### config.mk
export PLATFORM = sky130hd
export DESIGN_NAME = fetch_decode
export DESIGN_NICKNAME = d
export VERILOG_FILES = /design/src/hdl/cpu_pkg.sv /design/src/hdl/fetch_decode.sv
export VERILOG_INCLUDE_DIRS = /design/src /design/src/hdl
export SDC_FILE = /design/constraint.sdc
export NUM_CORES = 1
export LEC_CHECK = 0
export BUFFER_PORTS_ARGS = -buffer_cell sky130_fd_sc_hd__clkbuf_2
export CAP_MARGIN = 30
export CORE_MARGIN = 1.5
export CORE_UTILIZATION = 31
export DETAILED_ROUTE_END_ITERATION = 12
export GPL_ROUTABILITY_DRIVEN = 0
export SYNTH_ARGS = -nofsm -noshare
export SYNTH_HDL_FRONTEND = slang
export SYNTH_SLANG_ARGS = --single-unit
### constraint.sdc
create_clock -name clk -period 4.3 [get_ports clk]
set_input_delay 0 -clock clk [delete_from_list [all_inputs] [get_ports clk]]
set_output_delay 0 -clock clk [all_outputs]
set_load 0.01 [all_outputs]
### src/hdl/cpu_defines.svh
`ifndef CPU_DEFINES_SVH
`define CPU_DEFINES_SVH

// datapath and register file
`define CPU_XLEN 32
`define CPU_NREG 16

// memory depths in words
`define CPU_IMEM_DEPTH 256
`define CPU_DMEM_DEPTH 256
`define CPU_IMEM_AW $clog2(`CPU_IMEM_DEPTH)
`define CPU_DMEM_AW $clog2(`CPU_DMEM_DEPTH)

// host byte address map
`define CPU_AXI_AW 16
`define CPU_IMEM_BASE 16'h0000
`define CPU_DMEM_BASE 16'h1000
`define CPU_CTRL_ADDR 16'h2000 // bit 0 starts the core
`define CPU_STAT_ADDR 16'h2004 // bit 0 busy, bit 1 halted, bit 2 illegal
`define CPU_REG_BASE  16'h3000 // one register per word

// AXI response codes
`define CPU_RESP_OKAY   2'b00
`define CPU_RESP_SLVERR 2'b10
`define CPU_RESP_DECERR 2'b11

`endif

### src/hdl/cpu_pkg.sv
`default_nettype none

`include "cpu_defines.svh"

package cpu_pkg;

  typedef logic [`CPU_XLEN-1:0] word_t;
  typedef logic [31:0] instr_t; // imm | rs2 | rs1 | rd | opt | opcode

  typedef logic [$clog2(`CPU_NREG)-1:0] reg_idx_t;

  typedef enum logic [3:0] {
    OP_ADDI = 4'h0,
    OP_ALU  = 4'h1,
    OP_LW   = 4'h4,
    OP_SW   = 4'h5,
    OP_BEQ  = 4'h6,
    OP_HALT = 4'hA
  } opcode_e;

  // values 0 to 4 are the opt field of an alu instruction
  typedef enum logic [3:0] {
    ALU_ADD  = 4'h0,
    ALU_SUB  = 4'h1,
    ALU_AND  = 4'h2,
    ALU_OR   = 4'h3,
    ALU_XOR  = 4'h4,
    ALU_PASS = 4'h8  // rs1 plus imm for addi, lw and sw
  } alu_op_e;

endpackage

`default_nettype wire

### src/hdl/fetch_decode.sv
`timescale 1ns/100ps
`default_nettype none

`include "cpu_defines.svh"

module fetch_decode (
  input  logic                    clk,
  input  logic                    arst_n,
  input  logic                    start,
  output logic [`CPU_IMEM_AW-1:0] imem_addr,
  input  cpu_pkg::instr_t         imem_rdata,
  input  logic                    branch_taken,
  output logic                    exec_valid,
  output cpu_pkg::reg_idx_t       rd,
  output cpu_pkg::reg_idx_t       rs1,
  output cpu_pkg::reg_idx_t       rs2,
  output cpu_pkg::word_t          imm,
  output cpu_pkg::opcode_e        opcode,
  output cpu_pkg::alu_op_e        alu_op,
  output logic                    busy,
  output logic                    halted,
  output logic                    illegal
);
  import cpu_pkg::*;

  typedef enum logic [1:0] {ST_IDLE, ST_FETCH, ST_EXEC} state_e;

  state_e                  state;
  logic [`CPU_IMEM_AW-1:0] pc;
  logic [`CPU_IMEM_AW-1:0] pc_next;
  logic [3:0]              opt;
  logic                    is_halt;
  logic                    is_bad;

  // the word at pc is already on imem_rdata during fetch and stays there in execute
  assign imm    = {{(`CPU_XLEN-12){imem_rdata[31]}}, imem_rdata[31:20]};
  assign rs2    = imem_rdata[19:16];
  assign rs1    = imem_rdata[15:12];
  assign rd     = imem_rdata[11:8];
  assign opt    = imem_rdata[7:4];
  assign opcode = opcode_e'(imem_rdata[3:0]);

  always_comb begin
    alu_op = ALU_PASS;
    is_bad = 1'b0;
    case (opcode)
      OP_ADDI, OP_LW, OP_SW, OP_BEQ, OP_HALT: is_bad = 1'b0;
      OP_ALU: begin
        alu_op = alu_op_e'(opt);
        is_bad = (opt > ALU_XOR);
      end
      default: is_bad = 1'b1;
    endcase
  end

  assign is_halt = (opcode == OP_HALT);

  assign pc_next = branch_taken ? pc + imm[`CPU_IMEM_AW-1:0] : pc + 1'b1; // imm counts words

  // address one cycle ahead so the next instruction is ready in its fetch cycle
  always_comb begin
    case (state)
      ST_FETCH: imem_addr = pc;
      ST_EXEC:  imem_addr = pc_next;
      default:  imem_addr = '0;
    endcase
  end

  assign exec_valid = (state == ST_EXEC);
  assign busy       = (state != ST_IDLE);

  always_ff @(posedge clk or negedge arst_n) begin
    if (!arst_n) begin
      state   <= ST_IDLE;
      pc      <= '0;
      halted  <= 1'b0;
      illegal <= 1'b0;
    end else begin
      case (state)
        ST_IDLE: begin
          if (start) begin
            state   <= ST_FETCH;
            pc      <= '0;
            halted  <= 1'b0;
            illegal <= 1'b0;
          end
        end
        ST_FETCH: state <= ST_EXEC;
        ST_EXEC: begin
          if (is_halt || is_bad) begin
            state   <= ST_IDLE;
            halted  <= is_halt;
            illegal <= is_bad;
          end else begin
            state <= ST_FETCH;
            pc    <= pc_next;
          end
        end
        default: state <= ST_IDLE;
      endcase
    end
  end

  // downstream blocks rely on execute only happening inside a run
  assert property (@(posedge clk) disable iff (!arst_n) exec_valid |-> busy);

endmodule

`default_nettype wire

# Word level (Yosys, flattened, before mapping)
# Cells that the tools add are included.
[classes] n_reduce_logical=8 order_cmp=1 n_addsub=2 n_eq_ne=10 n_mux=15
[ops] cell="8-bit case mux with 2 select lines" n=2
[ops] cell="8-bit two-way mux" n=3
[ops] cell="4-bit by 3-bit equality test with 1-bit output (second input constant)" n=3
[ops] cell="8-bit by 1-bit adder with 8-bit output (second input constant)" n=1
[ops] cell="8-bit adder" n=1
[ops] cell="1-bit case mux with 2 select lines" n=3
[ops] cell="2-bit case mux with 3 select lines" n=1
[ops] cell="3-bit AND reduction" n=2
[ops] cell="5-bit OR reduction" n=1
[ops] cell="4-bit by 1-bit equality test with 1-bit output (second input constant)" n=1
[ops] cell="4-bit equality test (second input constant)" n=1
[ops] cell="4-bit by 3-bit > comparator with 1-bit output (second input constant)" n=1
[ops] cell="4-bit zero test" n=1
[ops] cell="1-bit two-way mux" n=4
[ops] cell="4-bit two-way mux" n=1
[ops] cell="2-bit != test (second input constant)" n=2
[ops] cell="2-bit nonzero test" n=2
[ops] cell="2-bit by 1-bit equality test with 1-bit output (second input constant)" n=1
[ops] cell="2-bit equality test (second input constant)" n=1
[ops] cell="2-bit zero test" n=1
[ops] cell="2-bit two-way mux" n=1
[ops] cell="2-bit by 1-bit != test with 1-bit output (second input constant)" n=1
[ops] cell="1-bit logical OR" n=1
[totals] word_cells=40 regBits=12 in_bits=36

# Longest topological paths before layout
[depth] depth_word=6 mapped_depth=8 mapped_depth_nobuf=8

# Worst setup path after synthesis
# Ideal clock, no wire load.
[synth_timing] kind="register to register" start="register state[0]" end="register pc[3]" slack_ps=2401 required_time_ps=4175 path_stages_with_launch=7 arrival_ps=1774 cell_sequence="dfrtp_1 > inv_1 > ha_1 > inv_1 > nor2_1 > a211oi_4 > mux2_4"
[synth_between] elab_chain_len=3 word_cells_on_any_way=7
[synth_rtl] element="start: declaration" line="fetch_decode.sv:28" rtl="state_e state;"
[synth_rtl] element="start signal: assignment" line="fetch_decode.sv:74" rtl="state <= ST_IDLE;"
[synth_rtl] element="start signal: assignment" line="fetch_decode.sv:82" rtl="state <= ST_FETCH;"
[synth_rtl] element="start signal: assignment" line="fetch_decode.sv:88" rtl="ST_FETCH: state <= ST_EXEC;"
[synth_rtl] element="2-bit equality test / 2-bit zero test (equally long branches)" line="fetch_decode.sv:79" rtl="case (state)"
[synth_rtl] element="2-bit != test (no source line) / 2-bit nonzero test (equally long branches)"
[synth_rtl] element="3-bit AND reduction (no source line)"
[synth_rtl] element="end signal: assignment" line="fetch_decode.sv:96" rtl="pc <= pc_next;"
[synth_rtl] element="end: declaration" line="fetch_decode.sv:29" rtl="logic [`CPU_IMEM_AW-1:0] pc;"
# Several ways; a longest one is shown, not always the timed one.
# A chain may end at the register's enable or synchronous reset.

# Final worst setup path
# Same ends and word-level chain as after synthesis.

==> impl_metrics.sql <==
INSERT INTO impl_metrics (metric_group, metric, value, unit) VALUES
('route', 'vias_per_cell', '4.49', ''),
('yosys', 'synthArstFlopShare', '100', '%'),
('run', 'cap_viol_max_count', '0', ''),
('timing', 'setup-tns-final', '0', 'ns'),
('setup_path', 'critical_path.slowest_cell', 'sky130_fd_sc_hd__a211oi_4', ''),
('yosys', 'synth_flop_cell', 'sky130_fd_sc_hd__dfrtp_1', ''),
('global_routing', 'gr-usage-all-layers', '10.9', '%'),
('clock_network', 'clock_edge_transition_at_the_registers_on_the_reported_setup_and_hold_paths', '0.05', 'ns'),
('setup_path', 'critPathCaptureType', 'flip-flop', ''),
('floorplan', 'die-height', '73.4', 'µm'),
('yosys', 'ys_ff_latch', '12', ''),
('cells_and_area', 'num-fill-cells', '535', ''),
('cells_and_area', 'commonest_cells_after_routing_fill_and_taps_aside', 'sky130_fd_sc_hd__clkbuf_2 (47), sky130_fd_sc_hd__nand2_1 (16), sky130_fd_sc_hd__inv_1 (15)', ''),
('global_routing', 'grt_ovf', '0', ''),
('cells_and_area', 'multiInputGateArea', '813', 'µm²'),
('route', 'routed_wirelength', '2.96', 'mm'),
('setup_path', 'critPathLaunchType', 'flip-flop', ''),
('cells_and_area', 'area_growth_syn_to_layout', '1.06', '%'),
('route', 'dr_total_vias', '1154', ''),
('floorplan', 'design.die.area', '0.00539', 'mm²'),
('floorplan', 'die_width', '73.4', 'µm'),
('timing', 'post-route-period-util', '53.7', '%'),
('cells_and_area', 'post_route_cells_drive_above_1_share', '30.5', '%'),
('yosys', 'syn-cell-area', '0.00154', 'mm²'),
('timing', 'final_report_max_slew_violation_count', '0', ''),
('setup_path', 'criticalPathCategory', 'flip-flop to flip-flop', ''),
('status', 'run_status', 'finished, final reports clean', ''),
('timing', 'grt_setup_unrepaired', 'no', ''),
('clock_network', 'clock_latency', '0.24', 'ns'),
('setup_path', 'crit_chain', 'inv_1, ha_1, inv_1, a211oi_4, mux2_4', ''),
('cells_and_area', 'ff_latch_area', '300', 'µm²'),
('clock_network', 'ctsResizeCount', '0', ''),
('yosys', 'synth_edf_count', '0', ''),
('clock_network', 'clk_root_buffer_cell', 'sky130_fd_sc_hd__clkbuf_8', ''),
('route', 'drt_pass1_iterations', '6', ''),
('global_routing', 'antenna_violations_before_repair', '0', ''),
('clock_network', 'max_root_sink_buffers', '2', ''),
('floorplan', 'initial_utilization', '32.3', '%'),
('floorplan', 'io-pin-count', '100', ''),
('cells_and_area', 'antennaDiodeCount', '0', ''),
('yosys', 'synth_top_area_share', '23.4', '%'),
('timing', 'tightest_slew', '0.587', 'ns'),
('clock_network', 'cts.sink_count', '12', ''),
('setup_path', 'worst-path-max-fanout', '15', ''),
('yosys', 'synth_seq_area_share', '19.5', '%'),
('timing', 'setup_viol', '0', ''),
('timing', 'fin_crit', '2.31', 'ns'),
('setup_path', 'critPathArrivalTime', '2.44', 'ns'),
('clock_network', 'h_tree_levels', '1', ''),
('power', 'max-vdd-ir-drop', '0.218', 'mV'),
('route', 'number_of_drc_markers_in_iteration_0', '48', ''),
('timing', 'postLayoutSetupSlackWorst', '1.99', 'ns'),
('setup_path', 'critical-path-max-stage-delay', '0.59', 'ns'),
('yosys', 'syn-num-nets', '237', ''),
('route', 'route.detailed.drc', '0', ''),
('timing', 'slew-limit-headroom', '60.3', '%'),
('yosys', 'synth.lib_cells_used.distinct', '41', ''),
('power', 'power.leakage', '0.796', 'nW'),
('yosys', 'ys_warns', '0', ''),
('timing', 'fmax', '433', 'MHz'),
('setup_path', 'cpMostUsedCell', 'sky130_fd_sc_hd__inv_1', ''),
('yosys', 'ys_top_cells_by_area', 'sky130_fd_sc_hd__buf_4 (23%), sky130_fd_sc_hd__dfrtp_1 (20%), sky130_fd_sc_hd__ha_1 (9.8%), sky130_fd_sc_hd__mux2i_1 (5.2%), sky130_fd_sc_hd__a21oi_1 (3.9%)', ''),
('global_routing', 'grt_pass1_wl', '4.63', 'mm'),
('placement', 'port-buffer-count', '47', ''),
('floorplan', 'rows', '25', ''),
('cells_and_area', 'design.final.nets', '240', ''),
('clock_network', 'postCtsSetupBuffers', '0', ''),
('global_routing', 'grt_max_degree', '22', ''),
('placement', 'hpwl', '2.47', 'mm'),
('placement', 'pre_cts_ws', '1.95', 'ns'),
('cells_and_area', 'layout.cells.most_common', 'sky130_fd_sc_hd__clkbuf_2', '');
-- metal layers --
layer | up-vias | share of wire, % | wire length, µm | global-route usage (%)
li1 | 601 | - | - | -
met1 | 524 | 45 | 1320 | 13.6
met2 | 27 | 50 | 1470 | 18.5
met3 | 2 | 5.1 | 151 | 3.43
met4 | 0 | 0.47 | 14 | 2.06
met5 | - | 0 | 0 | 0
-- flip-flops by register name (all words and copies together), names as in the netlist --
signal / cells
state: 2
illegal: 1
pc: 8
halted: 1
-- where the power goes --
| part | internal (mW) | total (mW) | switching, mW |
|---|---|---|---|
| combinational | 0.190 | 0.465 | 0.274 |
| clock | 0.0809 | 0.123 | 0.0422 |
| sequential | 0.158 | 0.203 | 0.0452 |
| total | 0.429 | 0.791 | 0.362 |
-- cell usage after synthesis, types with 3 or more instances --
library cell / count
sky130_fd_sc_hd__a31oi_1: 3
sky130_fd_sc_hd__nor2_1: 6
sky130_fd_sc_hd__a21o_1: 4
sky130_fd_sc_hd__nand3_1: 3
sky130_fd_sc_hd__ha_1: 12
sky130_fd_sc_hd__nor3_1: 3
sky130_fd_sc_hd__mux2i_1: 8
sky130_fd_sc_hd__buf_4: 48
sky130_fd_sc_hd__and2_1: 9
sky130_fd_sc_hd__nand2_1: 16
sky130_fd_sc_hd__a21oi_1: 12
sky130_fd_sc_hd__o21ai_0: 5
sky130_fd_sc_hd__inv_1: 15
sky130_fd_sc_hd__dfrtp_1: 12
-- worst max-delay path: cells and delay by family, from the launching register on --
family	cells	cell delay (ns)
buffers and inverters	2	0.36
muxes	1	0.35
DFF	1	0.42
AOI/OAI and AO/OA	1	0.59
adders and majority gates	1	0.47
-- timing repair --
| action | 4_1_cts | 5_1_grt |
|---|---|---|
| endpoints found under the hold margin | 12 | 0 |
| hold buffers | 1 | 0 |
| setup endpoints to repair | 0 | 0 |
-- cell families after synthesis --
family	synth area share (%)
xor gates and xnor gates	1.71
DFF	19.5
and+or+nand+nor	16.5
buffers and inverters	27.6
muxes	7.16
adders and majority gates	11.1
AOI/OAI and AO/OA	16.4
-- area by class of cell --
| class | count | share of cell area, % |
|---|---|---|
| multi-input cells | 111 | 52.3 |
| clock buffers | 4 | 3.54 |
| flip-flops and latches | 12 | 19.3 |
| inverters | 15 | 3.62 |
| repair buffers | 48 | 15.8 |
| well taps | 67 | 5.39 |
-- final timing paths --
| check | from | end | slack, ns |
|---|---|---|---|
| max | state[0] | pc[3] | 1.99 |
| min | imem_rdata[12] | rs1[0] | 0.000004 |
| min in group asynchronous | arst_n | pc[5] | 0.18 |
| max in group asynchronous | arst_n | pc[6] | 3.88 |
| max reg2reg | state[0] | pc[3] | 1.99 |
| min reg2reg | pc[0] | pc[0] | 0.55 |
-- metrics by stage --
step | power (mW) | util (%) | cell area, µm²
5_1_grt | 0.865 | 32.7 | 1550
3_3_place_gp | 0.666 | 31.3 | 1490
3_5_place_dp | 0.675 | 31.3 | 1490
4_1_cts | 0.801 | 32.7 | 1550
2_1_floorplan | 0.580 | - | 1540
6_report | 0.791 | 32.7 | 1550
Note: power is estimated with default switching activity, not from simulation.
