===== src/hdl/cpu_defines.svh =====
`ifndef CPU_DEFINES_SVH
`define CPU_DEFINES_SVH

// datapath and register file
`define CPU_XLEN 32
`define CPU_NREG 16

// memory depths in words
`define CPU_IMEM_DEPTH 256
`define CPU_DMEM_DEPTH 256
`define CPU_IMEM_AW $clog2(`CPU_IMEM_DEPTH)
`define CPU_DMEM_AW $clog2(`CPU_DMEM_DEPTH)

// host byte address map
`define CPU_AXI_AW 16
`define CPU_IMEM_BASE 16'h0000
`define CPU_DMEM_BASE 16'h1000
`define CPU_CTRL_ADDR 16'h2000 // bit 0 starts the core
`define CPU_STAT_ADDR 16'h2004 // bit 0 busy, bit 1 halted, bit 2 illegal
`define CPU_REG_BASE  16'h3000 // one register per word

// AXI response codes
`define CPU_RESP_OKAY   2'b00
`define CPU_RESP_SLVERR 2'b10
`define CPU_RESP_DECERR 2'b11

`endif


===== src/hdl/cpu_pkg.sv =====
`default_nettype none

`include "cpu_defines.svh"

package cpu_pkg;

  typedef logic [`CPU_XLEN-1:0] word_t;
  typedef logic [31:0] instr_t; // imm | rs2 | rs1 | rd | opt | opcode

  typedef logic [$clog2(`CPU_NREG)-1:0] reg_idx_t;

  typedef enum logic [3:0] {
    OP_ADDI = 4'h0,
    OP_ALU  = 4'h1,
    OP_LW   = 4'h4,
    OP_SW   = 4'h5,
    OP_BEQ  = 4'h6,
    OP_HALT = 4'hA
  } opcode_e;

  // values 0 to 4 are the opt field of an alu instruction
  typedef enum logic [3:0] {
    ALU_ADD  = 4'h0,
    ALU_SUB  = 4'h1,
    ALU_AND  = 4'h2,
    ALU_OR   = 4'h3,
    ALU_XOR  = 4'h4,
    ALU_PASS = 4'h8  // rs1 plus imm for addi, lw and sw
  } alu_op_e;

endpackage

`default_nettype wire


===== src/hdl/host_axil.sv =====
`timescale 1ns/100ps
`default_nettype none

`include "cpu_defines.svh"

module host_axil (
  input  logic                    clk,
  input  logic                    arst_n,
  input  logic [`CPU_AXI_AW-1:0]  awaddr,
  input  logic                    awvalid,
  output logic                    awready,
  input  cpu_pkg::word_t          wdata,
  input  logic [`CPU_XLEN/8-1:0]  wstrb,
  input  logic                    wvalid,
  output logic                    wready,
  output logic [1:0]              bresp,
  output logic                    bvalid,
  input  logic                    bready,
  input  logic [`CPU_AXI_AW-1:0]  araddr,
  input  logic                    arvalid,
  output logic                    arready,
  output cpu_pkg::word_t          rdata,
  output logic [1:0]              rresp,
  output logic                    rvalid,
  input  logic                    rready,
  input  logic                    busy,
  input  logic                    halted,
  input  logic                    illegal,
  output logic                    start,
  output logic [`CPU_IMEM_AW-1:0] imem_addr,
  output logic                    imem_we,
  output cpu_pkg::instr_t         imem_wdata,
  input  cpu_pkg::instr_t         imem_rdata,
  output logic [`CPU_DMEM_AW-1:0] dmem_addr,
  output logic                    dmem_we,
  output cpu_pkg::word_t          dmem_wdata,
  input  cpu_pkg::word_t          dmem_rdata,
  output cpu_pkg::reg_idx_t       host_reg_idx,
  input  cpu_pkg::word_t          host_reg_val
);
  import cpu_pkg::*;

  typedef enum logic [2:0] {RG_NONE, RG_IMEM, RG_DMEM, RG_CTRL, RG_STAT, RG_REGS} region_e;

  function automatic region_e decode(input logic [`CPU_AXI_AW-1:0] addr);
    region_e rg;
    rg = RG_NONE;
    if (addr >= `CPU_IMEM_BASE && addr < `CPU_IMEM_BASE + 4 * `CPU_IMEM_DEPTH) begin
      rg = RG_IMEM;
    end else if (addr >= `CPU_DMEM_BASE && addr < `CPU_DMEM_BASE + 4 * `CPU_DMEM_DEPTH) begin
      rg = RG_DMEM;
    end else if (addr == `CPU_CTRL_ADDR) begin
      rg = RG_CTRL;
    end else if (addr == `CPU_STAT_ADDR) begin
      rg = RG_STAT;
    end else if (addr >= `CPU_REG_BASE && addr < `CPU_REG_BASE + 4 * `CPU_NREG) begin
      rg = RG_REGS;
    end
    return rg;
  endfunction

  region_e                wr_rg;
  region_e                rd_rg;
  logic                   wr_fire;
  logic                   rd_fire;
  logic                   wr_full;
  logic                   wr_part;
  logic                   wr_ok;
  logic [1:0]             wr_resp;
  logic [1:0]             rd_resp;
  word_t                  rd_word;
  logic                   rd_mem;
  logic                   rd_pend;
  logic                   rd_from_imem;
  logic [`CPU_AXI_AW-1:0] mem_byte_addr;

  assign wr_rg = decode(awaddr);
  assign rd_rg = decode(araddr);

  // aw and w taken together, one response outstanding per direction
  assign wr_fire = awvalid && wvalid && !bvalid;
  assign rd_fire = arvalid && !rvalid && !rd_pend && !wr_fire; // write wins the memory ports
  assign awready = wr_fire;
  assign wready  = wr_fire;
  assign arready = rd_fire;

  assign wr_full = (wstrb == '1);
  assign wr_part = (wstrb != '0) && !wr_full;

  always_comb begin
    case (wr_rg)
      RG_NONE:          wr_resp = `CPU_RESP_DECERR;
      RG_IMEM, RG_DMEM: wr_resp = (busy || wr_part) ? `CPU_RESP_SLVERR : `CPU_RESP_OKAY;
      RG_CTRL:          wr_resp = wr_part ? `CPU_RESP_SLVERR : `CPU_RESP_OKAY;
      default:          wr_resp = `CPU_RESP_SLVERR; // status and registers are read only
    endcase
  end

  assign wr_ok = wr_fire && wr_full && (wr_resp == `CPU_RESP_OKAY); // empty strobe writes nothing

  assign mem_byte_addr = wr_fire ? awaddr : araddr;
  assign imem_addr     = mem_byte_addr[`CPU_IMEM_AW+1:2];
  assign dmem_addr     = mem_byte_addr[`CPU_DMEM_AW+1:2];
  assign imem_we       = wr_ok && (wr_rg == RG_IMEM);
  assign dmem_we       = wr_ok && (wr_rg == RG_DMEM);
  assign imem_wdata    = wdata;
  assign dmem_wdata    = wdata;
  assign start         = wr_ok && (wr_rg == RG_CTRL) && wdata[0];
  assign host_reg_idx  = reg_idx_t'(araddr >> 2);

  always_comb begin
    rd_word = '0;
    rd_resp = `CPU_RESP_OKAY;
    case (rd_rg)
      RG_NONE: rd_resp = `CPU_RESP_DECERR;
      RG_DMEM: rd_resp = busy ? `CPU_RESP_SLVERR : `CPU_RESP_OKAY;
      RG_STAT: rd_word = word_t'({illegal, halted, busy});
      RG_REGS: rd_word = host_reg_val;
      default: rd_word = '0;
    endcase
  end

  assign rd_mem = (rd_rg == RG_IMEM) || (rd_rg == RG_DMEM && !busy); // these wait for memory

  always_ff @(posedge clk or negedge arst_n) begin
    if (!arst_n) begin
      bvalid  <= 1'b0;
      rvalid  <= 1'b0;
      rd_pend <= 1'b0;
    end else begin
      if (wr_fire) begin
        bvalid <= 1'b1;
      end else if (bready) begin
        bvalid <= 1'b0;
      end
      if (rd_fire) begin
        rd_pend <= rd_mem;
        rvalid  <= !rd_mem;
      end else if (rd_pend) begin
        rd_pend <= 1'b0;
        rvalid  <= 1'b1;
      end else if (rready) begin
        rvalid <= 1'b0;
      end
    end
  end

  always_ff @(posedge clk) begin
    if (wr_fire) begin
      bresp <= wr_resp;
    end
    if (rd_fire) begin
      rdata        <= rd_word;
      rresp        <= rd_resp;
      rd_from_imem <= (rd_rg == RG_IMEM);
    end else if (rd_pend) begin
      rdata <= rd_from_imem ? imem_rdata : dmem_rdata;
    end
  end

  assert property (@(posedge clk) disable iff (!arst_n)
    bvalid && !bready |=> bvalid && $stable(bresp));

endmodule

`default_nettype wire


===== config.mk =====
export PLATFORM = sky130hd
export DESIGN_NAME = host_axil
export DESIGN_NICKNAME = d
export VERILOG_FILES = /design/src/hdl/cpu_pkg.sv /design/src/hdl/host_axil.sv
export VERILOG_INCLUDE_DIRS = /design/src /design/src/hdl
export SDC_FILE = /design/constraint.sdc
export NUM_CORES = 1
export LEC_CHECK = 0
export BUFFER_PORTS_ARGS = -buffer_cell sky130_fd_sc_hd__buf_2
export CORE_AREA = 2 2 117 119
export CTS_CLUSTER_DIAMETER = 100
export DETAILED_ROUTE_END_ITERATION = 7
export DIE_AREA = 0 0 119 121
export GPL_ROUTABILITY_DRIVEN = 1
export PLACE_DENSITY = 0.54
export SYNTH_ARGS = -nofsm -noshare
export SYNTH_HDL_FRONTEND = slang
export SYNTH_SLANG_ARGS = --single-unit

===== constraint.sdc =====
create_clock -name clk -period 2 [get_ports clk]
set_input_delay 0.1 -clock clk [delete_from_list [all_inputs] [get_ports clk]]
set_output_delay 0.1 -clock clk [all_outputs]
set_load 0.005 [all_outputs]

# Word-level counts from Yosys, hierarchy flattened
# Index checks and enable logic that the tools add are counted.
# classes
n_lt_le_gt_ge	12
reduce_logical	36
n_eq_ne	12
mux	26
# ops
cell	count
$mux 32	3
$eq 16x14->1 const B	4
$pmux 32 s2	1
$ge 16x1->1 const B	2
$ge 16x13->1 const B	2
$ge 16x14->1 const B	2
$lt 16x11->1 const B	2
$lt 16x13->1 const B	2
$lt 16x14->1 const B	2
$mux 3	10
$logic_and 1x1->1	19
$mux 10	1
$eq 3x2->1 const B	3
$logic_not 1->1	7
$eq 3x1->1 const B	2
$eq 3x3->1 const B	2
$logic_not 3->1	2
$mux 1	6
$mux 2	3
$pmux 2 s3	1
$eq 4x4->1 const B	1
$pmux 2 s2	1
$reduce_bool 2->1	2
$reduce_bool 4->1	1
4 further kinds	5
# word_totals
in_bits	174
word_cells	93
reg_bits	40
out_inout_bits	128

# Logic depth before layout (Yosys ltp)
# depth
word_depth	14
ltp_mapped	6
ltp_nobuf	5

# Least setup slack after synthesis
# No wires, ideal clock.
# synth_timing
path_type	reg2reg
start	register bvalid
end	register rdata[0] (enable)
path_slack_ns	0.119
required_ns	1.606
n_path_buf	0
arrival_ns	1.487
setup_ns	0.394
synth_period_minus_slack_ns	1.881
path_stages_with_launch	4
path_cell_list	dfrtp_1 > nand3b_1 > nand3_1 > nand2b_1
# synth_via
elab_chain_cells	5
# synth_lines
item	line	source
start, declared	host_axil.sv:17	output logic bvalid,
start signal, assigned	host_axil.sv:127	bvalid <= 1'b0;
start signal, assigned	host_axil.sv:132	bvalid <= 1'b1;
start signal, assigned	host_axil.sv:134	bvalid <= 1'b0;
$logic_not 1->1	host_axil.sv:81	assign wr_fire = awvalid && wvalid && !bvalid;
$logic_and 1x1->1	host_axil.sv:81	
$logic_not 1->1	host_axil.sv:82	assign rd_fire = arvalid && !rvalid && !rd_pend && !wr_fire;
$logic_and 1x1->1	host_axil.sv:82	
$reduce_bool 2->1 (no source line)	-	
end signal, assigned	host_axil.sv:153	rdata <= rd_word;
end signal, assigned	host_axil.sv:157	rdata <= rd_from_imem ? imem_rdata : dmem_rdata;
end, declared	host_axil.sv:22	output cpu_pkg::word_t rdata,
# No other way between the ends.
# A chain may end at the register's enable or synchronous reset.

# Final worst setup path
# layout_timing
start	register bvalid
end	output arready
# layout_via
elab_chain_cells	4
# layout_lines
item	line	source
$logic_not 1->1	host_axil.sv:81	
$logic_and 1x1->1	host_axil.sv:81	
$logic_not 1->1	host_axil.sv:82	
$logic_and 1x1->1	host_axil.sv:82	
end, declared	host_axil.sv:21	output logic arready,
# No other way between the ends.

==> results_dict.tcl <==
set metrics [dict create \
    nFillCells 1351 \
    yosys-mux-area-fraction 0.141 \
    initial_utilization 0.216 \
    viasPerCell 4.29 \
    grt_max_degree 33 \
    worstSetupStartpoint "bvalid$_DFFE_PN0P_" \
    syn_area_um2 2830 \
    syn-num-nets 429 \
    final-seq-area_um2 1190 \
    drcViolationCount 0 \
    worst_slew_pin_slew_ns 0.472 \
    path_buf_inv 3 \
    ys_seq_elements 40 \
    async_flop_share 0.0750 \
    clockBufferDepth 2 \
    ctsRootBufferMaster "clkbuf_16" \
    cp.depth 5 \
    synth_compound_area_frac 0.123 \
    slew_violations 0 \
    wl_per_cell_um 17.4 \
    reg2reg_depth 6 \
    utilization 0.287 \
    setup-violations-final 0 \
    drt_iter0_drc 112 \
    ir_worst_vdd_v 0.000316 \
    synth_top_family_by_area "buffers and inverters" \
    cts_tree "built" \
    synthXorXnorAreaFrac 0 \
    overflow 0 \
    die_h_um 121 \
    postRouteAntennaNets 0 \
    min_period_ns 1.81 \
    place_congestion 0.789 \
    grt_pass1_wl_mm 13.9 \
    clkTransAtPathRegs_ns 0.06 \
    rows 42 \
    yosysUniqueCellTypes 34 \
    r2r-start "bvalid$_DFFE_PN0P_" \
    clock_skew_ns 0.00245 \
    yosys.area_share.adder 0 \
    worstPathCellList "nand3b_1 > nand3_1 > clkinv_2 > buf_4 > buf_2" \
    fin_crit_sh 0.905 \
    synth.top_cell.area_share 0.393 \
    die-area_um2 14400 \
    regToRegSetupSlack_ns 0.22 \
    io_buffers 208 \
    io_pins 302 \
    hold_viol 0 \
    grt_use_total 0.131 \
    relSlewSlack 0.682 \
    dp.cells 562 \
    synth_edf_count 37 \
    fin_nets 568 \
    placed_cell_area_um2 3550 \
    antenna_found_initial 1 \
    min_path_type "in -> reg" \
    core_area_um2 13100 \
    vias 2451 \
    yosysMostFrequentCell "buf_4" \
    pwr_density_cell_nw_per_um2 700 \
    crit_path_end "arready" \
    critPathMaxStageDelay_ns 0.38 \
    max_freq_ghz 0.552 \
    dominantRegCellSynth "edfxtp_1" \
    setup_tns_ns 0 \
    critical_path_class "reg -> out" \
    synth.largest_area_cell "edfxtp_1" \
    finalPower_mw 2.63 \
    worst_r2r_endpoint "rdata[2]$_DFFE_PP_" \
    multi_input_area_um2 976 \
    rsz0062_at_grt "no" \
    maxCapViolCount 0 \
    hpwl_mm 8.64 \
    area_delta_synth_final_pct 32.7 \
    htree_levels 2 \
    clock-sinks 40 \
    crit_slowest_cell "dfrtp_1" \
    cts_buffers 5 \
    yosys.area_share.simple 0.0810 \
    design_area_um2 3750 \
    yosysWarnings 0 \
    layout.cells.non_filler 571 \
    syn_avg_cell_area_um2 11.1 \
    end_kind "primary output" \
    crit_family "buffers and inverters" \
    dr.pass1.iters 4 \
    p_leak_nw 1.75 \
    routed_wirelength_mm 9.96 \
    arrival_ns 1.71 \
    crit_fanout 22 \
    status "completed" \
    yosysSeqAreaShare 0.419 \
    synthTopCellsByCount "77 x buf_4, 37 x edfxtp_1, 32 x mux2i_1" \
    insertion_delay_ns 0.28 \
    syn-instance-count 255 \
    worstPathRequired_ns 1.90 \
    crit_path_start_kind "flop" \
    die_w_um 119 \
    drive_gt1_frac 0.607 \
    post-cts-setup-buffer-count 0 \
    first_global_vias 2418 \
    yosys-top-cells-area "edfxtp_1 39%, buf_4 20%, mux2i_1 11%, o2bb2ai_1 9.0%, mux2_2 2.8%" \
]
## metrics by stage
step	setup slack, ns	hold slack (ns)
finish	0.189	0.0332
global route	0.0694	0.00614
CTS	0.183	0.00867
detailed placement	0.195	-0.0998
global placement	0.299	-0.102
floorplan	0.119	-0.196
## how the worst min path moves through the flow
stage / start / endpoint / slack (ns) / depth (start not counted)
2_1_floorplan: arst_n / bvalid$_DFFE_PN0P_ / -0.20 / 0
3_3_place_gp: arst_n / bvalid$_DFFE_PN0P_ / -0.10 / 1
3_5_place_dp: arst_n / bvalid$_DFFE_PN0P_ / -0.1 / 1
4_1_cts: bready / bvalid$_DFFE_PN0P_ / 0.009 / 2
5_1_grt: bready / bvalid$_DFFE_PN0P_ / 0.006 / 2
6_report: bready / bvalid$_DFFE_PN0P_ / 0.03 / 2
## area by class of cell
type / count / share of cell area
clock buffer: 5 / 0.0333
antenna: 1 / 0.000667
clock inverter: 2 / 0.0160
multi-input combinational: 121 / 0.260
timing repair buffer: 220 / 0.309
sequential: 40 / 0.316
inverter: 6 / 0.00634
tap: 176 / 0.0587
## cell families after synthesis
group | count (synthesis)
and+or+nand+nor | 40
buffers and inverters | 94
DFF | 40
muxes | 39
AOI/OAI and AO/OA | 42
## cells in the final DEF (no fill, tap or decap), drive strengths merged, types with 3 or more instances in the layout
cell type  count
a221o          3
buf          219
clkbuf         5
dfrtp          3
edfxtp        37
inv            5
mux2           7
mux2i         32
nand2          8
nand3          3
nor2          10
nor4           8
o21ai          4
o2bb2ai       29
## report_power, final
| group | internal (mW) | leakage, nW | switching, mW | total (mW) |
|---|---|---|---|---|
| registers | 1.03 | 0.383 | 0.0268 | 1.05 |
| logic | 0.288 | 1.28 | 0.275 | 0.563 |
| clock network | 0.707 | 0.0899 | 0.305 | 1.01 |
| total | 2.02 | 1.75 | 0.607 | 2.63 |
## worst reg2reg max path, stage by stage, from the launching register on
cell and delay [ns]:
dfrtp_1 0.38, nand3b_1 0.19, nand3_1 0.18, buf_4 0.16
nor4_4 0.05, buf_12 0.16, a221o_2 0.40
## sequential cells by signal, indices dropped and copies added, names as in the netlist
signal	flops
rd_pend	1
rvalid	1
bvalid	1
rdata	32
rresp	2
rd_from_imem	1
bresp	2
## layer usage
layer  part of all wire  GRT usage
met2               0.54      0.255
met3               0.11     0.0470
met1               0.32      0.123
met4              0.024     0.0573
met5                  0          0
## what timing repair did
| action | CTS | global route |
|---|---|---|
| hold buffers | 1 | 0 |
| hold endpoints to repair | 3 | 0 |
| endpoints found under the setup margin | 1 | 0 |
| gates resized for setup | 1 | 0 |
Power figures use the tool's default switching activity.
