File: src/hdl/cpu_defines.svh
`ifndef CPU_DEFINES_SVH
`define CPU_DEFINES_SVH

// datapath and register file
`define CPU_XLEN 32
`define CPU_NREG 16

// memory depths in words
`define CPU_IMEM_DEPTH 256
`define CPU_DMEM_DEPTH 256
`define CPU_IMEM_AW $clog2(`CPU_IMEM_DEPTH)
`define CPU_DMEM_AW $clog2(`CPU_DMEM_DEPTH)

// host byte address map
`define CPU_AXI_AW 16
`define CPU_IMEM_BASE 16'h0000
`define CPU_DMEM_BASE 16'h1000
`define CPU_CTRL_ADDR 16'h2000 // bit 0 starts the core
`define CPU_STAT_ADDR 16'h2004 // bit 0 busy, bit 1 halted, bit 2 illegal
`define CPU_REG_BASE  16'h3000 // one register per word

// AXI response codes
`define CPU_RESP_OKAY   2'b00
`define CPU_RESP_SLVERR 2'b10
`define CPU_RESP_DECERR 2'b11

`endif

File: src/hdl/cpu_pkg.sv
`default_nettype none

`include "cpu_defines.svh"

package cpu_pkg;

  typedef logic [`CPU_XLEN-1:0] word_t;
  typedef logic [31:0] instr_t; // imm | rs2 | rs1 | rd | opt | opcode

  typedef logic [$clog2(`CPU_NREG)-1:0] reg_idx_t;

  typedef enum logic [3:0] {
    OP_ADDI = 4'h0,
    OP_ALU  = 4'h1,
    OP_LW   = 4'h4,
    OP_SW   = 4'h5,
    OP_BEQ  = 4'h6,
    OP_HALT = 4'hA
  } opcode_e;

  // values 0 to 4 are the opt field of an alu instruction
  typedef enum logic [3:0] {
    ALU_ADD  = 4'h0,
    ALU_SUB  = 4'h1,
    ALU_AND  = 4'h2,
    ALU_OR   = 4'h3,
    ALU_XOR  = 4'h4,
    ALU_PASS = 4'h8  // rs1 plus imm for addi, lw and sw
  } alu_op_e;

endpackage

`default_nettype wire

File: src/hdl/alu_execute.sv
`timescale 1ns/100ps
`default_nettype none

`include "cpu_defines.svh"

module alu_execute (
  input  cpu_pkg::opcode_e        opcode,
  input  cpu_pkg::alu_op_e        alu_op,
  input  cpu_pkg::word_t          imm,
  input  cpu_pkg::word_t          rs1_val,
  input  cpu_pkg::word_t          rs2_val,
  output cpu_pkg::word_t          alu_result,
  output logic [`CPU_DMEM_AW-1:0] mem_index,
  output logic                    branch_taken
);
  import cpu_pkg::*;

  word_t operand_b;

  // register operand only for alu instructions, imm for the rest
  assign operand_b = (opcode == OP_ALU) ? rs2_val : imm;

  always_comb begin
    case (alu_op)
      ALU_ADD,
      ALU_PASS: alu_result = rs1_val + operand_b;
      ALU_SUB:  alu_result = rs1_val - operand_b;
      ALU_AND:  alu_result = rs1_val & operand_b;
      ALU_OR:   alu_result = rs1_val | operand_b;
      ALU_XOR:  alu_result = rs1_val ^ operand_b;
      default:  alu_result = '0;
    endcase
  end

  // lw and sw use the pass add, so the sum is the word index
  assign mem_index = alu_result[`CPU_DMEM_AW-1:0]; // wraps to dmem depth

  assign branch_taken = (opcode == OP_BEQ) && (rs1_val == rs2_val);

endmodule

`default_nettype wire

File: config.mk
export PLATFORM = sky130hd
export DESIGN_NAME = alu_execute
export DESIGN_NICKNAME = d
export VERILOG_FILES = /design/src/hdl/cpu_pkg.sv /design/src/hdl/alu_execute.sv
export VERILOG_INCLUDE_DIRS = /design/src /design/src/hdl
export SDC_FILE = /design/constraint.sdc
export NUM_CORES = 1
export LEC_CHECK = 0
export BUFFER_PORTS_ARGS = -buffer_cell sky130_fd_sc_hd__buf_2
export CORE_MARGIN = 10
export CORE_UTILIZATION = 55
export DETAILED_ROUTE_END_ITERATION = 6
export GPL_ROUTABILITY_DRIVEN = 0
export PLACE_DENSITY = 0.84
export SETUP_SLACK_MARGIN = 0.2
export SLEW_MARGIN = 20
export SYNTH_ARGS = -nofsm -noshare
export SYNTH_HDL_FRONTEND = slang
export SYNTH_SLANG_ARGS = --single-unit
export TNS_END_PERCENT = 5
File: constraint.sdc
create_clock -name vclk -period 5.2
set_input_delay 0.52 -clock vclk [all_inputs]
set_output_delay 0.52 -clock vclk [all_outputs]
set_load 0.01 [all_outputs]
[Yosys cells after proc, flatten, opt, wreduce, memory -nomap -nowiden]
Cells that the tools add are included.
Word-level totals
  register bits after elaboration: 0
  bits of input ports: 104
  output and inout bits: 41
Operators by class
  add/sub/neg operators: 2
  equal/unequal tests: 8
  mux-type cells: 2
  bitwise logic cells: 3
  reduce and logical (&&, ||, !) cells: 3
Operators with widths (number)
  one-hot mux 32 bit (5 select lines): 1
  adder 32 bit: 1
  bitwise AND 32 bit: 1
  == test 32 bit: 1
  two-way mux 32 bit: 1
  bitwise OR 32 bit: 1
  subtractor 32 bit: 1
  XOR 32 bit: 1
  == test 4 x 1 -> 1 bit (second input constant): 2
  == test 4 x 2 -> 1 bit (second input constant): 2
  == test 4 x 3 -> 1 bit (second input constant): 2
  == test 4 bit (second input constant): 1
  logical NOT 4 bit: 1
  OR reduction 2 bit: 1
  logical AND 1 bit: 1

[Depth between registers and ports, before layout]
Gate-level depths: netlist (run 1).
  depth in word-level cells: 4
  mapped depth: 20
  mapped depth without buffers: 19

[Least setup slack after synthesis (run 1)]
No wires, ideal clock.
  path type: input -> output
  start point: input opcode[1]
  end point: output alu_result[31]
  data arrival time: 4430 ps
  data required time: 4680 ps
  setup slack: 250 ps
  cell stages on the path: 19
  path buffers: 0
  cells stage by stage: nor4b_4 mux2i_1 nand4b_4 a21oi_4 and2b_1 nand2_1 nor2_1 nor2_1 xnor2_1 ha_1 a21o_1 a21o_1 a221oi_1 o221ai_1 a41oi_1 o211ai_1 a21oi_1 xor2_1 o221ai_1
On the way
  word-level cells in the longest chain between the ends: 4
  elaborated cells on any way between the ends: 8
  those cells by class: 2 x add/sub; 1 x eq/ne; 2 x mux; 3 x bitwise
Ends and longest elaborated chain
  start, declared: line alu_execute.sv:7  | input cpu_pkg::opcode_e opcode,
  == test 4 x 1 -> 1 bit *: line alu_execute.sv:21  | assign operand_b = (opcode == OP_ALU) ? rs2_val : imm;
  two-way mux 32 bit *: line alu_execute.sv:21
  subtractor 32 bit (tied with other cells): line alu_execute.sv:27  | ALU_SUB: alu_result = rs1_val - operand_b;
  one-hot mux 32 bit (5 select lines) *: line alu_execute.sv:24  | case (alu_op)
  end, declared: line alu_execute.sv:12  | output cpu_pkg::word_t alu_result,
Mark *: on every way between the ends. The rest lies on a longest branch, timed or not.

[Worst setup path in the final report (run 1)]
Ends and elaborated chain as after synthesis.

==> metrics.txt, run 1 <==
seq_cells 0; global-route usage over all layers approximately a quarter; register area share after synthesis 0%; Mapped Cells 651; Switch Pwr between 0.3 and 0.4 mW; ant diodes 0; Final min period 5.058 ns; Net Sw Frac 56.25%; Register Area 0 um2; worst setup path end alu_result[31]; largest net degree at the start of global routing 30; relative slew slack 27.52%; post-synthesis mux area share 7.238%; effective utilization at floorplan 57.41%; IO Pins between 100 and 150; largest family of logic cells by synthesized area compound AO/OA/AOI/OAI gates; Mapped Nets 850; Post-DP Area about 5700 um2; critical path launch point opcode[1]; CLK BUF 0; final cell count without fillers about 900; Layout area overhead 26.37%; max_cap viols 0; Vias 5,640; cell internal pwr 0.3065 mW; power share of the combinational group between 90% and 100%; Crit path required time between 4 and 5 ns; Syn Std Cell Area 4788 um2; RSZ-0062 raised after global routing true; Worst Path Arrival 4.54 ns; Total Power between 0.7 and 0.8 mW; final instance area 6051 um2; post-synthesis simple-gate area fraction between 10% and 20%; Pins Over Slew Limit 0; Die Area approximately 13,000 um2; residual DRC count 0; CP endpoint kind primary output; Worst Setup Path Type in -> out; final hold violation count 0; Core ar. 8341 um2; initial antenna violation count 0; Place WS -0.1091 ns; WL/cell 19.00 um; filler instances between 600 and 700; CP max FO 6; final setup margin about 0.14 ns; die height approximately 110 um; nets between 1,000 and 1,500; DP Cell Count 904; Post-Synth Adder-Cell Area 24.98%; Synth cell types a little over 60; Worst Setup Start Kind primary input; Die X between 100 and 150 um; PwrDens 115.8 nW/um2; Clk network pwr share 0%; worst hold path class in -> out; Iteration-0 DRC Markers ~440; worst hold slack 1.475 ns; layout cell share with drive strength beyond 1 29.58%; DRT Pass-1 Iters 7; Seq pwr share 0%; Synth Area in XOR/XNOR between 10% and 20%; number of buffers added on ports about 150; status completed; global-route wire length before repair 27,430 um; Congestion Overflow GR 0; drt total wl ~17,000 um; Compound-Gate Fraction of Synth Area between 20% and 30%; syn avg cell area between 7 and 8 um2; vias in the first global route ~5,700; dpl hpwl about 14,000 um; Vias/cell 6.177; Finish-stage setup viols 0; Tightest Pin Transition roughly 1.1 ns; Max IR drop VDD about 0.057 mV; hold_buf cts 0; Site Rows 33; Routed Antenna Nets 0; leakage power 3.023 nW; fmax 197.7 MHz; Synth Warn # 0; final worst-path cycle share about 97%
-- power groups by stage --
stage / clock [mW] / combinational [mW] / sequential (mW)
after floorplan: 0 / 0.424 / 0
after global routing: 0 / 0.765 / 0
after detailed placement: 0 / 0.639 / 0
final: 0 / 0.701 / 0
after CTS: 0 / 0.659 / 0
after global placement: 0 / 0.617 / 0
-- cell usage after synthesis (15+ instances only) --
library cell	n	area (um2)
a21o_1	16	120.1
o21ai_0	28	140.1
ha_1	94	1176
a21oi_1	46	230.2
xor2_1	23	201.4
nand2_1	30	112.6
o221ai_1	21	183.9
mux2i_1	31	310.3
inv_1	73	274.0
nor3_1	15	75.07
clkbuf_1	15	56.30
a22oi_1	21	157.7
xnor2_1	65	569.3
nor2_1	47	176.4
-- worst max-delay path, cell delays in order --
cell and delay, ns:
buf_8 0.10, nor4b_4 0.36, buf_12 0.19, mux2i_4 0.28
nand4b_4 0.15, a21oi_4 0.15, and2b_1 0.17, nand2_2 0.12
nor2_4 0.13, nor2_2 0.05, xnor2_2 0.15, ha_1 0.31
a21o_1 0.19, a21o_1 0.18, a221oi_2 0.32, o221ai_2 0.16
a41oi_2 0.23, o211ai_1 0.12, a21oi_1 0.19, xor2_1 0.16
o221ai_1 0.12, buf_2 0.18
-- how the worst min path moves through the flow --
stage | start | to | slack [ns] | cells past startpoint
after global placement | rs1_val[0] | alu_result[0] | 1.47 | 4
after detailed placement | rs1_val[0] | mem_index[0] | 1.47 | 4
after global routing | rs1_val[0] | alu_result[0] | 1.53 | 4
final | rs1_val[0] | mem_index[0] | 1.48 | 4
after floorplan | rs1_val[0] | alu_result[0] | 1.21 | 2
after CTS | rs1_val[0] | mem_index[0] | 1.47 | 4
-- placed cells by master (no fill, tap or decap), drive strengths merged, types with 2 or more instances in the layout --
| master | instances |
|---|---|
| buf | 185 |
| nor2b | 3 |
| nand4 | 8 |
| o31ai | 2 |
| o221ai | 21 |
| a31o | 2 |
| and3 | 3 |
| a32oi | 3 |
| or2 | 2 |
| a211oi | 5 |
| nor2 | 47 |
| nor3 | 15 |
| nand3b | 4 |
| o21a | 4 |
| ha | 94 |
| a31oi | 2 |
| nor4 | 5 |
| a41oi | 3 |
| mux2 | 2 |
| and4 | 2 |
| or4 | 2 |
| a21oi | 47 |
| and2 | 5 |
| a211o | 2 |
| a21o | 16 |
| inv | 75 |
| xor2 | 23 |
| mux2i | 32 |
| a221o | 2 |
| nand3 | 8 |
| a2bb2oi | 2 |
| o21ai | 30 |
| a22oi | 21 |
| nor4b | 4 |
| xnor2 | 66 |
| o21bai | 2 |
| nand2 | 30 |
| a221oi | 9 |
| o211ai | 6 |
| nand2b | 5 |
-- cells by family (layout without fill, tap and decap cells) --
family / after synthesis / in the layout
AOI/OAI and AO/OA: 182 / 182
xor gates and xnor gates: 89 / 89
adders and majority gates: 95 / 95
buffers and inverters: 103 / 260
muxes: 34 / 34
and+or+nand+nor: 148 / 148
-- per-stage QoR --
stage / TNS [ns] / util, %
floorplan: 0 / -
global placement: 0 / 68.93
detailed placement: -0.1524 / 68.93
CTS: 0 / 70.57
global route: -0.2494 / 72.55
finish: 0 / 72.55
-- layout make-up --
class	instances	area, um2	share of cell area [%]
inverter	75	281.5	4.653
timing repair buffer	185	1077	17.80
tap	105	131.4	2.171
multi-input combinational	548	4561	75.37
-- repair_timing --
action,4_1_cts,5_1_grt
pin swaps,8,28
setup buffers,4,5
setup endpoints to repair,11,16
resized for setup,21,35
-- layer usage --
layer	global-route usage [%]	part of all wire [%]
met5	0	0
met4	9.222	3.6
met3	4.860	9.5
met2	41.74	47
met1	29.64	40
(Power assumes the default switching activity.)
==> run 2: changes to the inputs <==
Settings changed: ABC_AREA from default to 1, CORE_UTILIZATION 55 to 57.
==> run 2 against run 1 <==
Compared with the run above:
- sequential share of layout area is the same
- largest cell class unchanged
- largest power group unchanged
- synthesized area is 20% higher
- count of clock-buffer cells in the layout did not move
- non-clock buffer count decreased by 24
==> metrics.txt, run 2 <==
Top cell by count, worst path nand2_1; Worst Setup Start Kind primary input; Vias 7,662 (+36%); die height 120.5 um (+6.3%); leakage power 3.950 nW (+31%); final hold violation count 0 (unchanged); RSZ-0062 raised after global routing false; cell chain of the critical path buf_2 > inv_1 > nor2_4 > buf_12 > nand3_1 > nand2_1 > nand2_1 > nor2_1 > nand2_1 > nor2_2 > nand3_1 > o21ai_1 > xor2_1 > ha_1 > nand2_1 > o21ai_0 > a21oi_1 > nand3_1 > o21ai_0 > nand4_1 > buf_2; Iteration-0 DRC Markers 1,126 (+160%); CP max stage delay 0.31 ns (-0.05 ns); Crit path depth 21 (-4.5%); final instance area 6650 um2 (+9.9%); DRT Pass-1 Iters 7 (unchanged); CP max FO 27 (+21); Mapped Nets 1,247 (+47%); Worst Setup Path Type in -> out; synth cell count leaders 311 x nand2_1, 151 x inv_1, 94 x ha_1, 94 x nand3_1, 87 x nor2_1; most frequent cells in the layout 311 x nand2_1, 151 x inv_1, 145 x buf_2, 94 x nand3_1, 94 x ha_1; WL/cell 17.03 um (-10%); dpl hpwl 18,410 um (+33%); PwrDens 109.7 nW/um2 (-5.3%); Layout area overhead 15.59%; Max stage delay cell, worst path ha_1; syn avg cell area 5.490 um2 (-25%); max_cap viols 0 (unchanged); Hold Path Cell Cnt 7 (+3); global-route usage over all layers 28.91% (+4.4 points); Yosys top cell area share 20.44% (-4.1 points); Site Rows 36 (+9.1%); CP endpoint kind primary output; effective utilization at floorplan 58.59% (+1.2 points); global-route wire length before repair 35,350 um (+29%); Syn Std Cell Area 5753 um2 (+20%); Max IR drop VDD 0.05786 mV (+1.0%); Synth area leaders ha_1 20%, nand2_1 20%, inv_1 9.9%, nand3_1 8.2%, nor2_1 5.7%; IO Pins 145 (unchanged); CLK BUF 0 (unchanged); Setup TNS 0 ns (unchanged); ant diodes 0 (unchanged); Congestion Overflow GR 0 (unchanged); Die Area 14,510 um2 (+13%); initial antenna violation count 0 (unchanged); most common cell after layout, fill and taps aside nand2_1; Final min period 4.622 ns (-0.4362 ns); Mapped Cells 1,048 (+61%); vias in the first global route 7,056 (+24%); final worst-path cycle share 88.88% (-8.4 points); Finish-stage setup viols 0 (unchanged); residual DRC count 0 (unchanged); Hold Crit Endpoint branch_taken; Vias/cell 5.876 (-4.9%); Pins Over Slew Limit 0 (unchanged); Die X 120.5 um (+6.3%); Synth Warn # 0 (unchanged); register area share after synthesis 0% (unchanged); layout cell share with drive strength beyond 1 16.91% (-13 points); Post-DP Area 6554 um2 (+14%); Total Power 0.7295 mW (+4.1%); seq_cells 0 (unchanged); Routed Antenna Nets 0 (unchanged); Crit path required time 4.68 ns (about the same); Synth cell types 38 (-38%); relative slew slack 53.18% (+26 points); dominant cell type by area after synthesis ha_1; fmax 216.4 MHz (+9.4%); Tightest Pin Transition 0.7023 ns (-0.3784 ns); Core ar. 9819 um2 (+18%); Worst path top cell family by delay simple AND/OR/NAND/NOR gates; worst hold path class in -> out; nets 1,372 (+36%); final setup margin 0.5781 ns (+0.4362 ns); Worst Path Arrival 4.10 ns (-0.44 ns); most common cell in the netlist nand2_1; hold wc startpoint opcode[0]; drt total wl 22,210 um (+28%); Register Area 0 um2 (unchanged); largest net degree at the start of global routing 54 (+80%); Buf/Inv on CP 4 (+1); Place WS 0.3669 ns (+0.4760 ns); number of buffers added on ports 145 (unchanged); status completed
[run 2: routing by layer]
layer / track usage, % / vias to the layer above / wire, um
met1: 40.85 / 3335 / 9067
met2: 42.27 / 565 / 8879
met3: 5.956 / 79 / 3289
met5: 0 / - / 0
met4: 9.653 / 0 / 975
li1: - / 3683 / -
[run 2: layout make-up]
| class | count | area (um2) |
|---|---|---|
| fillers | 948 | 3169 |
| well taps | 133 | 166.4 |
| repair buffers | 161 | 905.9 |
| multi-input cells | 856 | 5000 |
| inverters | 154 | 578.1 |
[run 2: what timing repair did]
item,CTS,global route
gates resized for setup,0,8
setup buffers,0,2
setup endpoints to repair,0,11
hold buffers,0,0
[run 2: worst max path at each step]
| stage | end | from | slack (ns) |
|---|---|---|---|
| 5_1_grt | alu_result[21] | opcode[0] | 0.19 |
| 3_3_place_gp | alu_result[21] | opcode[2] | 0.46 |
| 6_report | alu_result[20] | opcode[0] | 0.58 |
| 4_1_cts | alu_result[21] | opcode[2] | 0.37 |
| 2_1_floorplan | alu_result[28] | alu_op[3] | 1.15 |
| 3_5_place_dp | alu_result[21] | opcode[2] | 0.37 |
[run 2: kinds of logic (layout without fill, tap and decap cells)]
logic type                 after synthesis  after routing  share of synthesized area [%]
AOI/OAI and AO/OA                      161            161                          17.62
adders and majority gates               95             95                          20.79
and+or+nand+nor                        559            559                          41.74
xor gates and xnor gates                41             41                          6.242
buffers and inverters                  192            315                          13.61
[run 2: through the flow]
stage | util [%] | cells | hold WS, ns
6_report | 67.72 | 1304 | 1.549
5_1_grt | 67.72 | 1304 | 1.568
4_1_cts | 66.74 | 1300 | 1.540
3_5_place_dp | 66.74 | 1300 | 1.535
3_3_place_gp | 66.74 | 1300 | 1.536
2_1_floorplan | - | 1048 | 1.250
[run 2: where the power goes]
group	internal, mW	switching (mW)
registers	0	0
clock network	0	0
logic	0.262	0.468
